<file path="src/hdl/dsp_core_pkg.sv">
package dsp_core_pkg;

	localparam int data_width = 16;
	localparam int ch_addr_width = 4;
	localparam int shift_width = 5;
	localparam int paddr_width = 16;
	localparam int block_cycles = 4; // Fetch, operand, execute, write.

	typedef logic signed [data_width - 1 : 0] sample_t;
	typedef logic signed [2 * data_width - 1 : 0] wide_t;
	typedef logic [31 : 0] instr_t;

	//////////////////////////////
	// Instruction word layout.
	localparam int dest_lsb = 0;
	localparam int src_a_lsb = 4;
	localparam int src_b_lsb = 8;
	localparam int src_c_lsb = 12;
	localparam int src_a_reg_bit = 16;
	localparam int src_b_reg_bit = 17;
	localparam int src_c_reg_bit = 18;
	localparam int shift_lsb = 19;
	localparam int sat_disable_bit = 24;
	localparam int instr_valid_bit = 31; // Clear means nop.

	//////////////////////////////
	// APB byte address map.
	localparam logic [paddr_width - 1 : 0] instr_base = 16'h0000;
	localparam logic [paddr_width - 1 : 0] reg_base = 16'h1000;
	localparam logic [paddr_width - 1 : 0] status_addr = 16'h2000;

	// Clamp limits of the multiply-add.
	localparam sample_t sample_max = sample_t'(2 ** (data_width - 1) - 1);
	localparam sample_t sample_min = sample_t'(-(2 ** (data_width - 1)));

endpackage
</file>
<file path="src/hdl/dsp_core.sv">
`timescale 1ns/1ps

module dsp_core #(
	parameter int n_blocks = 16,
	parameter int n_channels = 16
) (
	input logic clk,
	input logic reset,

	input logic psel,
	input logic penable,
	input logic pwrite,
	input logic [dsp_core_pkg::paddr_width - 1 : 0] paddr,
	input logic [31 : 0] pwdata,
	output logic [31 : 0] prdata,
	output logic pready,
	output logic pslverr,

	input logic tick,
	input dsp_core_pkg::sample_t sample_in,
	output dsp_core_pkg::sample_t sample_out,
	output logic busy
);

	localparam int block_w = $clog2(n_blocks);
	localparam int count_w = $clog2(n_blocks + 1);

	logic instr_write;
	logic [block_w - 1 : 0] instr_write_addr;
	dsp_core_pkg::instr_t instr_write_data;
	logic reg_write;
	logic [block_w - 1 : 0] reg_write_block;
	logic reg_write_sel;
	dsp_core_pkg::sample_t reg_write_data;
	logic [count_w - 1 : 0] n_blocks_running;

	logic [dsp_core_pkg::ch_addr_width - 1 : 0] src_a_addr, src_b_addr, src_c_addr;
	dsp_core_pkg::sample_t ch_a, ch_b, ch_c;

	logic issue_valid;
	dsp_core_pkg::sample_t arg_a, arg_b, arg_c;
	logic [dsp_core_pkg::shift_width - 1 : 0] shift;
	logic sat_disable;
	logic [dsp_core_pkg::ch_addr_width - 1 : 0] dest;

	logic result_valid;
	dsp_core_pkg::sample_t result;
	logic [dsp_core_pkg::ch_addr_width - 1 : 0] result_dest;
	logic commit_done;

	apb_command_port #(.n_blocks(n_blocks)) command_port_i (
		.clk(clk), .reset(reset),
		.psel(psel), .penable(penable), .pwrite(pwrite),
		.paddr(paddr), .pwdata(pwdata), .prdata(prdata),
		.pready(pready), .pslverr(pslverr),
		.instr_write(instr_write),
		.instr_write_addr(instr_write_addr),
		.instr_write_data(instr_write_data),
		.reg_write(reg_write),
		.reg_write_block(reg_write_block),
		.reg_write_sel(reg_write_sel),
		.reg_write_data(reg_write_data),
		.n_blocks_running(n_blocks_running)
	);

	block_decode #(.n_blocks(n_blocks), .n_channels(n_channels)) decode_i (
		.clk(clk), .reset(reset), .tick(tick),
		.instr_write(instr_write),
		.instr_write_addr(instr_write_addr),
		.instr_write_data(instr_write_data),
		.reg_write(reg_write),
		.reg_write_block(reg_write_block),
		.reg_write_sel(reg_write_sel),
		.reg_write_data(reg_write_data),
		.n_blocks_running(n_blocks_running),
		.busy(busy),
		.src_a_addr(src_a_addr), .src_b_addr(src_b_addr), .src_c_addr(src_c_addr),
		.ch_a(ch_a), .ch_b(ch_b), .ch_c(ch_c),
		.issue_valid(issue_valid),
		.arg_a(arg_a), .arg_b(arg_b), .arg_c(arg_c),
		.shift(shift), .sat_disable(sat_disable), .dest(dest),
		.commit_done(commit_done)
	);

	madd_execute execute_i (
		.clk(clk), .reset(reset),
		.issue_valid(issue_valid),
		.arg_a(arg_a), .arg_b(arg_b), .arg_c(arg_c),
		.shift(shift), .sat_disable(sat_disable), .dest(dest),
		.result_valid(result_valid), .result(result), .dest_out(result_dest)
	);

	channel_commit #(.n_channels(n_channels)) commit_i (
		.clk(clk), .reset(reset), .tick(tick), .busy(busy),
		.sample_in(sample_in), .sample_out(sample_out),
		.src_a_addr(src_a_addr), .src_b_addr(src_b_addr), .src_c_addr(src_c_addr),
		.ch_a(ch_a), .ch_b(ch_b), .ch_c(ch_c),
		.result_valid(result_valid), .result(result), .dest(result_dest),
		.commit_done(commit_done)
	);

endmodule

</file>
<file path="src/hdl/channel_commit.sv">
`timescale 1ns/1ps

module channel_commit #(
	parameter int n_channels = 16
) (
	input logic clk,
	input logic reset,
	input logic tick,
	input logic busy,

	input dsp_core_pkg::sample_t sample_in,
	output dsp_core_pkg::sample_t sample_out,

	input logic [dsp_core_pkg::ch_addr_width - 1 : 0] src_a_addr,
	input logic [dsp_core_pkg::ch_addr_width - 1 : 0] src_b_addr,
	input logic [dsp_core_pkg::ch_addr_width - 1 : 0] src_c_addr,
	output dsp_core_pkg::sample_t ch_a,
	output dsp_core_pkg::sample_t ch_b,
	output dsp_core_pkg::sample_t ch_c,

	input logic result_valid,
	input dsp_core_pkg::sample_t result,
	input logic [dsp_core_pkg::ch_addr_width - 1 : 0] dest,
	output logic commit_done
);

	dsp_core_pkg::sample_t channels [n_channels];

	logic [dsp_core_pkg::ch_addr_width - 1 : 0] wb_dest;
	dsp_core_pkg::sample_t wb_data;
	logic sample_tick;

	assign sample_tick = tick & ~busy; // Ticks during a run are dropped.

	// Combinational operand reads.
	assign ch_a = channels[src_a_addr];
	assign ch_b = channels[src_b_addr];
	assign ch_c = channels[src_c_addr];

	//////////////////////////////
	// Result write-back.
	always_ff @(posedge clk) begin
		if (reset)
			commit_done <= 1'b0;
		else
			commit_done <= result_valid;
	end

	always_ff @(posedge clk) begin
		if (result_valid) begin
			wb_dest <= dest;
			wb_data <= result;
		end
	end

	//////////////////////////////
	// Channel file.
	always_ff @(posedge clk) begin
		if (reset) begin
			sample_out <= '0;
			for (int i = 0; i < n_channels; i++) begin
				channels[i] <= '0;
			end
		end else begin
			if (commit_done)
				channels[wb_dest] <= wb_data;
			if (sample_tick) begin
				channels[0] <= sample_in;
				sample_out <= channels[n_channels - 1]; // Value from the last run.
			end
		end
	end

endmodule

</file>
<file path="src/hdl/madd_execute.sv">
`timescale 1ns/1ps

module madd_execute (
	input logic clk,
	input logic reset,

	input logic issue_valid,
	input dsp_core_pkg::sample_t arg_a,
	input dsp_core_pkg::sample_t arg_b,
	input dsp_core_pkg::sample_t arg_c,
	input logic [dsp_core_pkg::shift_width - 1 : 0] shift,
	input logic sat_disable,
	input logic [dsp_core_pkg::ch_addr_width - 1 : 0] dest,

	output logic result_valid,
	output dsp_core_pkg::sample_t result,
	output logic [dsp_core_pkg::ch_addr_width - 1 : 0] dest_out
);

	dsp_core_pkg::wide_t product;
	dsp_core_pkg::wide_t shifted;
	dsp_core_pkg::wide_t sum;
	dsp_core_pkg::sample_t clamped;
	dsp_core_pkg::sample_t next_result;

	//////////////////////////////
	// Multiply, shift, add.
	assign product = dsp_core_pkg::wide_t'(arg_a) * dsp_core_pkg::wide_t'(arg_b);
	assign shifted = product >>> shift;
	assign sum = shifted + dsp_core_pkg::wide_t'(arg_c); // Cannot overflow 32 bits.

	always_comb begin
		if (sum > dsp_core_pkg::wide_t'(dsp_core_pkg::sample_max))
			clamped = dsp_core_pkg::sample_max;
		else if (sum < dsp_core_pkg::wide_t'(dsp_core_pkg::sample_min))
			clamped = dsp_core_pkg::sample_min;
		else
			clamped = sum[dsp_core_pkg::data_width - 1 : 0];
	end

	// Wrap instead of clamp.
	assign next_result = sat_disable ? sum[dsp_core_pkg::data_width - 1 : 0] : clamped;

	always_ff @(posedge clk) begin
		if (reset)
			result_valid <= 1'b0;
		else
			result_valid <= issue_valid;
	end

	always_ff @(posedge clk) begin
		if (issue_valid) begin
			result <= next_result;
			dest_out <= dest;
		end
	end

endmodule

</file>
<file path="src/hdl/block_decode.sv">
`timescale 1ns/1ps

module block_decode #(
	parameter int n_blocks = 16,
	parameter int n_channels = 16
) (
	input logic clk,
	input logic reset,
	input logic tick,

	input logic instr_write,
	input logic [$clog2(n_blocks) - 1 : 0] instr_write_addr,
	input dsp_core_pkg::instr_t instr_write_data,
	input logic reg_write,
	input logic [$clog2(n_blocks) - 1 : 0] reg_write_block,
	input logic reg_write_sel,
	input dsp_core_pkg::sample_t reg_write_data,
	output logic [$clog2(n_blocks + 1) - 1 : 0] n_blocks_running,
	output logic busy,

	output logic [dsp_core_pkg::ch_addr_width - 1 : 0] src_a_addr,
	output logic [dsp_core_pkg::ch_addr_width - 1 : 0] src_b_addr,
	output logic [dsp_core_pkg::ch_addr_width - 1 : 0] src_c_addr,
	input dsp_core_pkg::sample_t ch_a,
	input dsp_core_pkg::sample_t ch_b,
	input dsp_core_pkg::sample_t ch_c,

	output logic issue_valid,
	output dsp_core_pkg::sample_t arg_a,
	output dsp_core_pkg::sample_t arg_b,
	output dsp_core_pkg::sample_t arg_c,
	output logic [dsp_core_pkg::shift_width - 1 : 0] shift,
	output logic sat_disable,
	output logic [dsp_core_pkg::ch_addr_width - 1 : 0] dest,
	input logic commit_done
);

	localparam int block_w = $clog2(n_blocks);
	localparam int count_w = $clog2(n_blocks + 1);

	typedef enum logic [1 : 0] {s_idle, s_fetch, s_wait} state_t;

	dsp_core_pkg::instr_t instrs [n_blocks];
	dsp_core_pkg::sample_t block_regs [n_blocks][2];

	state_t state;
	logic [block_w - 1 : 0] block;
	logic [count_w - 1 : 0] block_next;
	logic [count_w - 1 : 0] write_count;
	logic last_block;
	dsp_core_pkg::instr_t cur_instr;
	dsp_core_pkg::sample_t cur_reg0, cur_reg1;

	function automatic dsp_core_pkg::sample_t pick_operand(input logic use_reg,
		input logic reg_sel, input dsp_core_pkg::sample_t ch_value,
		input dsp_core_pkg::sample_t reg0, input dsp_core_pkg::sample_t reg1);
		if (!use_reg)
			return ch_value;
		return reg_sel ? reg1 : reg0;
	endfunction

	//////////////////////////////
	// Instruction store and block registers.
	assign write_count = instr_write_addr + 1'b1;

	always_ff @(posedge clk) begin
		if (reset) begin
			n_blocks_running <= '0;
			for (int i = 0; i < n_blocks; i++) begin
				instrs[i] <= '0;
				block_regs[i][0] <= '0;
				block_regs[i][1] <= '0;
			end
		end else begin
			if (instr_write) begin
				instrs[instr_write_addr] <= instr_write_data;
				if (write_count >= n_blocks_running)
					n_blocks_running <= write_count;
			end
			if (reg_write)
				block_regs[reg_write_block][reg_write_sel] <= reg_write_data;
		end
	end

	//////////////////////////////
	// Operand fetch.
	assign cur_instr = instrs[block];
	assign cur_reg0 = block_regs[block][0];
	assign cur_reg1 = block_regs[block][1];
	assign src_a_addr = cur_instr[dsp_core_pkg::src_a_lsb +: dsp_core_pkg::ch_addr_width];
	assign src_b_addr = cur_instr[dsp_core_pkg::src_b_lsb +: dsp_core_pkg::ch_addr_width];
	assign src_c_addr = cur_instr[dsp_core_pkg::src_c_lsb +: dsp_core_pkg::ch_addr_width];

	assign block_next = block + 1'b1;
	assign last_block = block_next == n_blocks_running;
	assign busy = state != s_idle;

	always_ff @(posedge clk) begin
		if (cur_instr[dsp_core_pkg::instr_valid_bit] && state == s_fetch) begin
			arg_a <= pick_operand(cur_instr[dsp_core_pkg::src_a_reg_bit],
				cur_instr[dsp_core_pkg::src_a_lsb], ch_a, cur_reg0, cur_reg1);
			arg_b <= pick_operand(cur_instr[dsp_core_pkg::src_b_reg_bit],
				cur_instr[dsp_core_pkg::src_b_lsb], ch_b, cur_reg0, cur_reg1);
			arg_c <= pick_operand(cur_instr[dsp_core_pkg::src_c_reg_bit],
				cur_instr[dsp_core_pkg::src_c_lsb], ch_c, cur_reg0, cur_reg1);
			shift <= cur_instr[dsp_core_pkg::shift_lsb +: dsp_core_pkg::shift_width];
			sat_disable <= cur_instr[dsp_core_pkg::sat_disable_bit];
			dest <= cur_instr[dsp_core_pkg::dest_lsb +: dsp_core_pkg::ch_addr_width];
		end
	end

	//////////////////////////////
	// Block sequencer.
	always_ff @(posedge clk) begin
		if (reset) begin
			state <= s_idle;
			block <= '0;
			issue_valid <= 1'b0;
		end else begin
			issue_valid <= 1'b0;
			case (state)
				s_idle: begin
					if (tick && n_blocks_running != '0) begin
						block <= '0;
						state <= s_fetch;
					end
				end
				s_fetch: begin
					if (cur_instr[dsp_core_pkg::instr_valid_bit]) begin
						issue_valid <= 1'b1;
						state <= s_wait;
					end else if (last_block) begin
						state <= s_idle; // Nop as last block.
					end else begin
						block <= block + 1'b1;
					end
				end
				s_wait: begin
					if (commit_done) begin
						if (last_block) begin
							state <= s_idle;
						end else begin
							block <= block + 1'b1;
							state <= s_fetch;
						end
					end
				end
				default: state <= s_idle;
			endcase
		end
	end

endmodule

</file>
<file path="src/hdl/apb_command_port.sv">
`timescale 1ns/1ps

module apb_command_port #(
	parameter int n_blocks = 16
) (
	input logic clk,
	input logic reset,

	input logic psel,
	input logic penable,
	input logic pwrite,
	input logic [dsp_core_pkg::paddr_width - 1 : 0] paddr,
	input logic [31 : 0] pwdata,
	output logic [31 : 0] prdata,
	output logic pready,
	output logic pslverr,

	output logic instr_write,
	output logic [$clog2(n_blocks) - 1 : 0] instr_write_addr,
	output dsp_core_pkg::instr_t instr_write_data,
	output logic reg_write,
	output logic [$clog2(n_blocks) - 1 : 0] reg_write_block,
	output logic reg_write_sel,
	output dsp_core_pkg::sample_t reg_write_data,
	input logic [$clog2(n_blocks + 1) - 1 : 0] n_blocks_running
);

	localparam int block_w = $clog2(n_blocks);

	logic access;
	logic [dsp_core_pkg::paddr_width - 1 : 0] instr_offset;
	logic [dsp_core_pkg::paddr_width - 1 : 0] reg_offset;
	logic in_instr, in_reg, is_status;

	assign access = psel & penable;

	// Offsets wrap below the base, so one compare covers the range.
	assign instr_offset = paddr - dsp_core_pkg::instr_base;
	assign reg_offset = paddr - dsp_core_pkg::reg_base;
	assign in_instr = instr_offset < 4 * n_blocks;
	assign in_reg = reg_offset < 8 * n_blocks;
	assign is_status = paddr == dsp_core_pkg::status_addr;

	assign pready = 1'b1; // Zero wait states.
	assign pslverr = access & (~(in_instr | in_reg | is_status) | (is_status & pwrite));

	//////////////////////////////
	// Write strobes.
	assign instr_write = access & pwrite & in_instr;
	assign instr_write_addr = instr_offset[2 +: block_w];
	assign instr_write_data = pwdata;

	assign reg_write = access & pwrite & in_reg;
	assign reg_write_block = reg_offset[3 +: block_w];
	assign reg_write_sel = reg_offset[2]; // Word address bit 0.
	assign reg_write_data = pwdata[dsp_core_pkg::data_width - 1 : 0];

	// Status captured in the setup phase.
	always_ff @(posedge clk) begin
		if (reset) begin
			prdata <= '0;
		end else if (psel && !penable && !pwrite) begin
			prdata <= is_status ? 32'(n_blocks_running) : '0;
		end
	end

endmodule

</file>
<file path="config.mk">
export PLATFORM = sky130hd
export DESIGN_NAME = dsp_core
export DESIGN_NICKNAME = d
export VERILOG_FILES = /design/src/hdl/dsp_core_pkg.sv /design/src/hdl/dsp_core.sv /design/src/hdl/channel_commit.sv /design/src/hdl/madd_execute.sv /design/src/hdl/block_decode.sv /design/src/hdl/apb_command_port.sv
export SDC_FILE = /design/constraint.sdc
export NUM_CORES = 2
export LEC_CHECK = 0
export BUFFER_PORTS_ARGS = -buffer_cell sky130_fd_sc_hd__buf_2
export CAP_MARGIN = 20
export CORE_ASPECT_RATIO = 0.6
export CORE_UTILIZATION = 40
export CTS_BUF_LIST = sky130_fd_sc_hd__clkbuf_8
export DETAILED_ROUTE_END_ITERATION = 7
export PLACE_DENSITY_LB_ADDON = 0.1
export SYNTH_ARGS = -nofsm -noshare
export SYNTH_HDL_FRONTEND = slang
export SYNTH_HIERARCHICAL = 1
export SYNTH_SLANG_ARGS = --single-unit
</file>
<file path="constraint.sdc">
create_clock -name clk -period 13.7 [get_ports clk]
set_input_delay 0.685 -clock clk [delete_from_list [all_inputs] [get_ports clk]]
set_output_delay 0.685 -clock clk [all_outputs]
set_load 0.005 [all_outputs]
</file>
# ---- Word-level counts from Yosys, hierarchy flattened
# Memories as Yosys holds them, arrays and structs flattened. A register that Yosys moved wholly into a read port is not among the register bits.
# Index checks and enable logic that the tools add are counted.
dict set report word_totals {
  register_bits 144
  ramBits 1280
  input_bits 70
  output_inout_bits 51
  elab_cells 140
  mem_count 3
}
# memory words width read_ports rd_ports_with_merged_regs wr line
set mem_list {}
lappend mem_list {decode_i.block_regs 16 32 1 1 16 block_decode.sv:44} ;# dsp_core_pkg::sample_t block_regs [n_blocks][2];
lappend mem_list {decode_i.instrs 16 32 1 1 16 block_decode.sv:43} ;# dsp_core_pkg::instr_t instrs [n_blocks];
lappend mem_list {commit_i.channels 16 16 4 1 16 channel_commit.sv:27} ;# dsp_core_pkg::sample_t channels [n_channels];
dict set report classes {
  add_sub_neg 5
  mul 1
  n_lt_le_gt_ge 7
  n_eq_ne 9
  shifts 1
  muxes 61
  bitwise_logic 18
  reduce_logical 18
}
# op count
set ops {}
lappend ops {{$mux 16} 15}
lappend ops {{$mux 32} 4}
lappend ops {{$reduce_or 32->1} 2}
lappend ops {{$mux 4} 11}
lappend ops {{$add 32x16->32} 1}
lappend ops {{$gt 32x16->1 const B} 1}
lappend ops {{$lt 32x16->1 const B} 1}
lappend ops {{$mul 16x16->32} 1}
lappend ops {{$sshr 32x5->32} 1}
lappend ops {{$mux 1} 23}
lappend ops {{$demux 16 s1} 1}
lappend ops {{$eq 16x14->1 const B} 1}
lappend ops {{$lt 16x7->1 const B} 1}
lappend ops {{$lt 16x8->1 const B} 1}
lappend ops {{$reduce_or 16->1} 1}
lappend ops {{$sub 16x13->16 const B} 1}
lappend ops {{$pmux 4 s3} 1}
lappend ops {{$add 4x1->5 const B} 2}
lappend ops {{$and 1x1->1} 9}
lappend ops {{$mux 2} 4}
lappend ops {{$pmux 2 s3} 1}
lappend ops {{$eq 5x5->1} 1}
lappend ops {{$ge 5x5->1} 1}
lappend ops {{$logic_and 1x1->1} 5}
lappend ops {{22 further kinds} 30}

# ---- Longest topological paths before layout
dict set report depth {
  depth_word 11
  mapped_depth 40
  depth_no_buf 37
}

# ---- Hierarchy
# Netlist, hierarchy kept.
# module n_inst cells_per_inst area_each_um2 seq_area_each_um2
set by_module_without_submodules {}
lappend by_module_without_submodules {block_decode 1 2902 45703.8 29928.7}
lappend by_module_without_submodules {channel_commit 1 1066 16418.2 8628.3}
lappend by_module_without_submodules {madd_execute 1 1748 14958.1 620.6}
lappend by_module_without_submodules {apb_command_port 1 126 998.5 100.1}

# ---- Worst setup path before layout
# No wires, ideal clock.
dict set report synth_timing {
  kind {register to register}
  startpoint {reg decode_i.arg_a[7]}
  endpoint {reg execute_i.result[10], data pin}
  setup_time_ps 254
  arrival_ps 9559
  required_time_ps 13446
  setup_slack_ps 3887
  path_stages_with_launch 39
  path_buffers 3
  period_less_slack_ps 9813
  cell_sequence {edfxtp_1 clkbuf_1 and2_1 fa_1 inv_1 fa_1 inv_1 fa_1 inv_1 fa_1 fa_1 inv_1 fa_1 ha_1 buf_2 a21oi_1 o21ai_0 or3_1 (+3 left out) a211oi_1 nand2_1 a221oi_1 a211o_1 ha_1 inv_1 fa_1 nor2b_4 o2111ai_1 a211oi_2 o21ai_0 a31o_2 xor2_1 nand3_1 or4_1 o41a_4 buf_6 a21o_1}
}
dict set report synth_via {
  elab_chain_cells 7
  elab_cells_between_ends 8
  cone_classes {add/sub (1); mul (1); order compare (2); shift (1); mux (3)}
}
# element line
set synth_rtl {}
lappend synth_rtl {{from (decl)} block_decode.sv:29} ;# output dsp_core_pkg::sample_t arg_a,
lappend synth_rtl {{from (signal assigned)} block_decode.sv:100} ;# arg_a <= pick_operand(cur_instr[dsp_core_pkg::src_a_reg_bit],
lappend synth_rtl {{$mul 16x16->32 *} madd_execute.sv:28} ;# assign product = dsp_core_pkg::wide_t'(arg_a) * dsp_core_pkg::wide_t'(arg_b);
lappend synth_rtl {{$sshr 32x5->32 *} madd_execute.sv:29} ;# assign shifted = product >>> shift;
lappend synth_rtl {{$add 32x16->32 *} madd_execute.sv:30} ;# assign sum = shifted + dsp_core_pkg::wide_t'(arg_c);
lappend synth_rtl {{$lt 32x16->1} madd_execute.sv:35} ;# else if (sum < dsp_core_pkg::wide_t'(dsp_core_pkg::sample_min))
lappend synth_rtl {{$mux 16} madd_execute.sv:35}
lappend synth_rtl {{$mux 16} madd_execute.sv:33} ;# if (sum > dsp_core_pkg::wide_t'(dsp_core_pkg::sample_max))
lappend synth_rtl {{$mux 16 *} madd_execute.sv:42} ;# assign next_result = sat_disable ? sum[dsp_core_pkg::data_width - 1 : 0] : clamped;
lappend synth_rtl {{via execute_i.next_result[10]} madd_execute.sv:24} ;# dsp_core_pkg::sample_t next_result;
lappend synth_rtl {{to (signal assigned)} madd_execute.sv:53} ;# result <= next_result;
lappend synth_rtl {{to (decl)} madd_execute.sv:16} ;# output dsp_core_pkg::sample_t result,
# Mark *: on every way through the listed nets, which the timed path passes. The rest lies on a longest branch.
# A chain may end at the register's enable or synchronous reset.

# ---- Final worst setup path
dict set report layout_timing {
  startpoint {reg decode_i.arg_a[15]}
  endpoint {reg execute_i.result[1], data pin}
}
# Same word-level chain as after synthesis.

==> qor.txt <==
Postcts setup bufs: 0
Min cycle time layout: 12.45 ns
Share of layout cells above drive strength 1: 18.95%
Die height: 344.1 um
Clk_skew: 0.07102 ns
Hold_buf cts: 2
First-pass GRT wire length: 368,400 um
Grt met3 use: 7.788%
TritonRoute pass-1 iters: 6
Status: completed
Initial Util: 40.30%
Worst-path clk slew: 0.06 ns
Worst Hold Class: in -> reg
Final setup vio count: 0
Via/cell ratio: 5.730
Hold Slack: 0.07010 ns
Initial antenna violation count: 37
GRT Max-Usage Layer: met1
Avg WL per Cell: 30.39 um
Cells after DPL: 8,142
Clock root buffer: clkbuf_8
Final wirelength: 259,400 um
Critical path class: reg -> reg
Syn Area/Cell: 13.37 um2
Fin crit share: 90.85%
FF-to-FF End: execute_i/result[1]$_DFFE_PP_
Number of remaining DRC errors: 0
Slew of the pin with the lowest slew margin: 1.277 ns
Post-DP Area: 0.08028 mm2
IO Port Bufs: 86
Die width: 572.2 um
GR Util met1: 43.20%
Non-Filler Instances: 8,534
VDD IR max: 0.07426 mV
Crit path max fanout: 16
Top Ports: 121
Endpoints failing hold: 0
Row count: 125
Slew margin rel.: 14.85%
Total GRT Usage: 26.42%
DR iter-0 viols: 5,649
Met2 Track Usage GR: 33.79%
CP arrival: 13.09 ns
Synthesized area: 0.07803 mm2
Hold worst-path end: commit_i/channels[0][10]$_DFFE_PP_
TNS Setup: 0 ns
Power, Total: 8553 uW
PostCTS Resize Cnt: 0
Layout net count: 6,224
Area Growth Syn to Fin: 7.972%
CTS tree: built
H-tree Lvls: 4
CTS sink count: 1,321
DRT antenna net count: 0
Syn Inst Count: 5,836
Max-Cap Viols: 0
Worst skew pair latency: 0.96 ns
# fillers: 17,700
GR Overflow Total: 0
Fin area: 0.08425 mm2
Reg2reg start: decode_i/arg_a[15]$_DFFE_PP_
Leakage: 0.03083 uW
RSZ-0062 raised after global routing: no
Worst reg-to-reg path cell count: 33
Hpwl dp: 169,900 um
Max Buffers Root-to-Sink: 4
Vias post-DR: 48,900
R2R Setup Slk: 1.25 ns
Vias in the first global route: 48,280
Slew Limit Fails: 0
Largest net degree at the start of global routing: 110
Crit path capture type: register
Final Wtd Congestion: 0.8935
Number of CTS-inserted buffers: 214
YS warnings: 6
Die outline area: 0.1969 mm2
Critical path launch point type: register
Hold_sp: sample_in[10]
Slowest stage cell, crit path: edfxtp_1
Max incr delay on CP: 0.87 ns
Most used cell, CP: fa_1
Max Freq: 80.35 MHz
Power Density: 101.5 mW/mm2
Worst Hold Depth: 2
CP required: 14.34 ns
Core area: 0.1936 mm2
==> how the worst max path moves through the flow <==
stage                                 startpoint                              to  cells after the start
floorplan            decode_i/arg_a[7]$_DFFE_PP_  execute_i/result[10]$_DFFE_PP_                     38
global placement    decode_i/arg_a[15]$_DFFE_PP_   execute_i/result[0]$_DFFE_PP_                     33
detailed placement  decode_i/arg_a[15]$_DFFE_PP_   execute_i/result[1]$_DFFE_PP_                     33
CTS                 decode_i/arg_a[15]$_DFFE_PP_   execute_i/result[1]$_DFFE_PP_                     33
global route        decode_i/arg_a[15]$_DFFE_PP_   execute_i/result[2]$_DFFE_PP_                     33
finish              decode_i/arg_a[15]$_DFFE_PP_   execute_i/result[1]$_DFFE_PP_                     33
==> state kept, by name, summed over array words and instances, names as in the netlist, 16 cells and up, named ones only <==
register,count
decode_i/arg_a,16
decode_i/block_regs,512
decode_i/arg_b,16
decode_i/arg_c,16
decode_i/instrs,416
commit_i/sample_out,16
commit_i/wb_data,16
execute_i/result,16
commit_i/channels,256
==> layout make-up <==
type / count / area (um2) / share of cell area [%]
antenna: 10 / 25.02 / 0.02970
tap: 2603 / 3257 / 3.866
clock inverter: 150 / 733.2 / 0.8702
multi-input combinational: 3722 / 35310 / 41.91
timing repair buffer: 205 / 1445 / 1.715
clock buffer: 223 / 3069 / 3.643
sequential: 1321 / 39290 / 46.63
inverter: 300 / 1126 / 1.337
==> metrics by stage <==
stage               utilization (%)  setup WS [ns]
floorplan                         -          3.887
global placement              41.45          1.847
detailed placement            41.46          1.735
CTS                           43.43          1.622
global route                  43.50         0.8572
finish                        43.51          1.254
==> critical path, delay by kind of cell, from the launching register on <==
kind            cells  cell delay, ns
flops               1            0.87
fa+ha+maj           8            4.09
xor+xnor            1            0.22
compound gates     14            4.74
mux                 1            0.18
buf+inv             4            0.81
simple gates        5            1.16
==> cell usage in the layout, fill, tap and decap left out, types with 34 or more instances in the layout <==
master and n:
a21o_1 40, a21oi_1 119, a22o_1 35, a22oi_1 166
and2_1 1311, buf_2 86, buf_4 107, clkbuf_8 223
clkinv_1 34, dfxtp_1 35, edfxtp_1 1282, fa_1 263
ha_1 127, inv_1 377, mux2i_1 72, mux4_2 452
nand2_1 272, nand3_1 40, nor2_1 141, nor2_2 41
nor3_1 52, o21ai_0 56, or2_2 67, xnor2_1 40
==> layer usage <==
layer / routed length, um / up-vias
met5: 26 / -
met4: 4892 / 4
met3: 28790 / 323
met2: 99270 / 2215
met1: 126400 / 25440
li1: - / 20930
==> power breakdown <==
part / internal, uW / switching [uW]
clock: 1560 / 1660
sequential: 4590 / 59.1
combinational: 223 / 459
No activity file was read; power rests on OpenSTA's default activity.
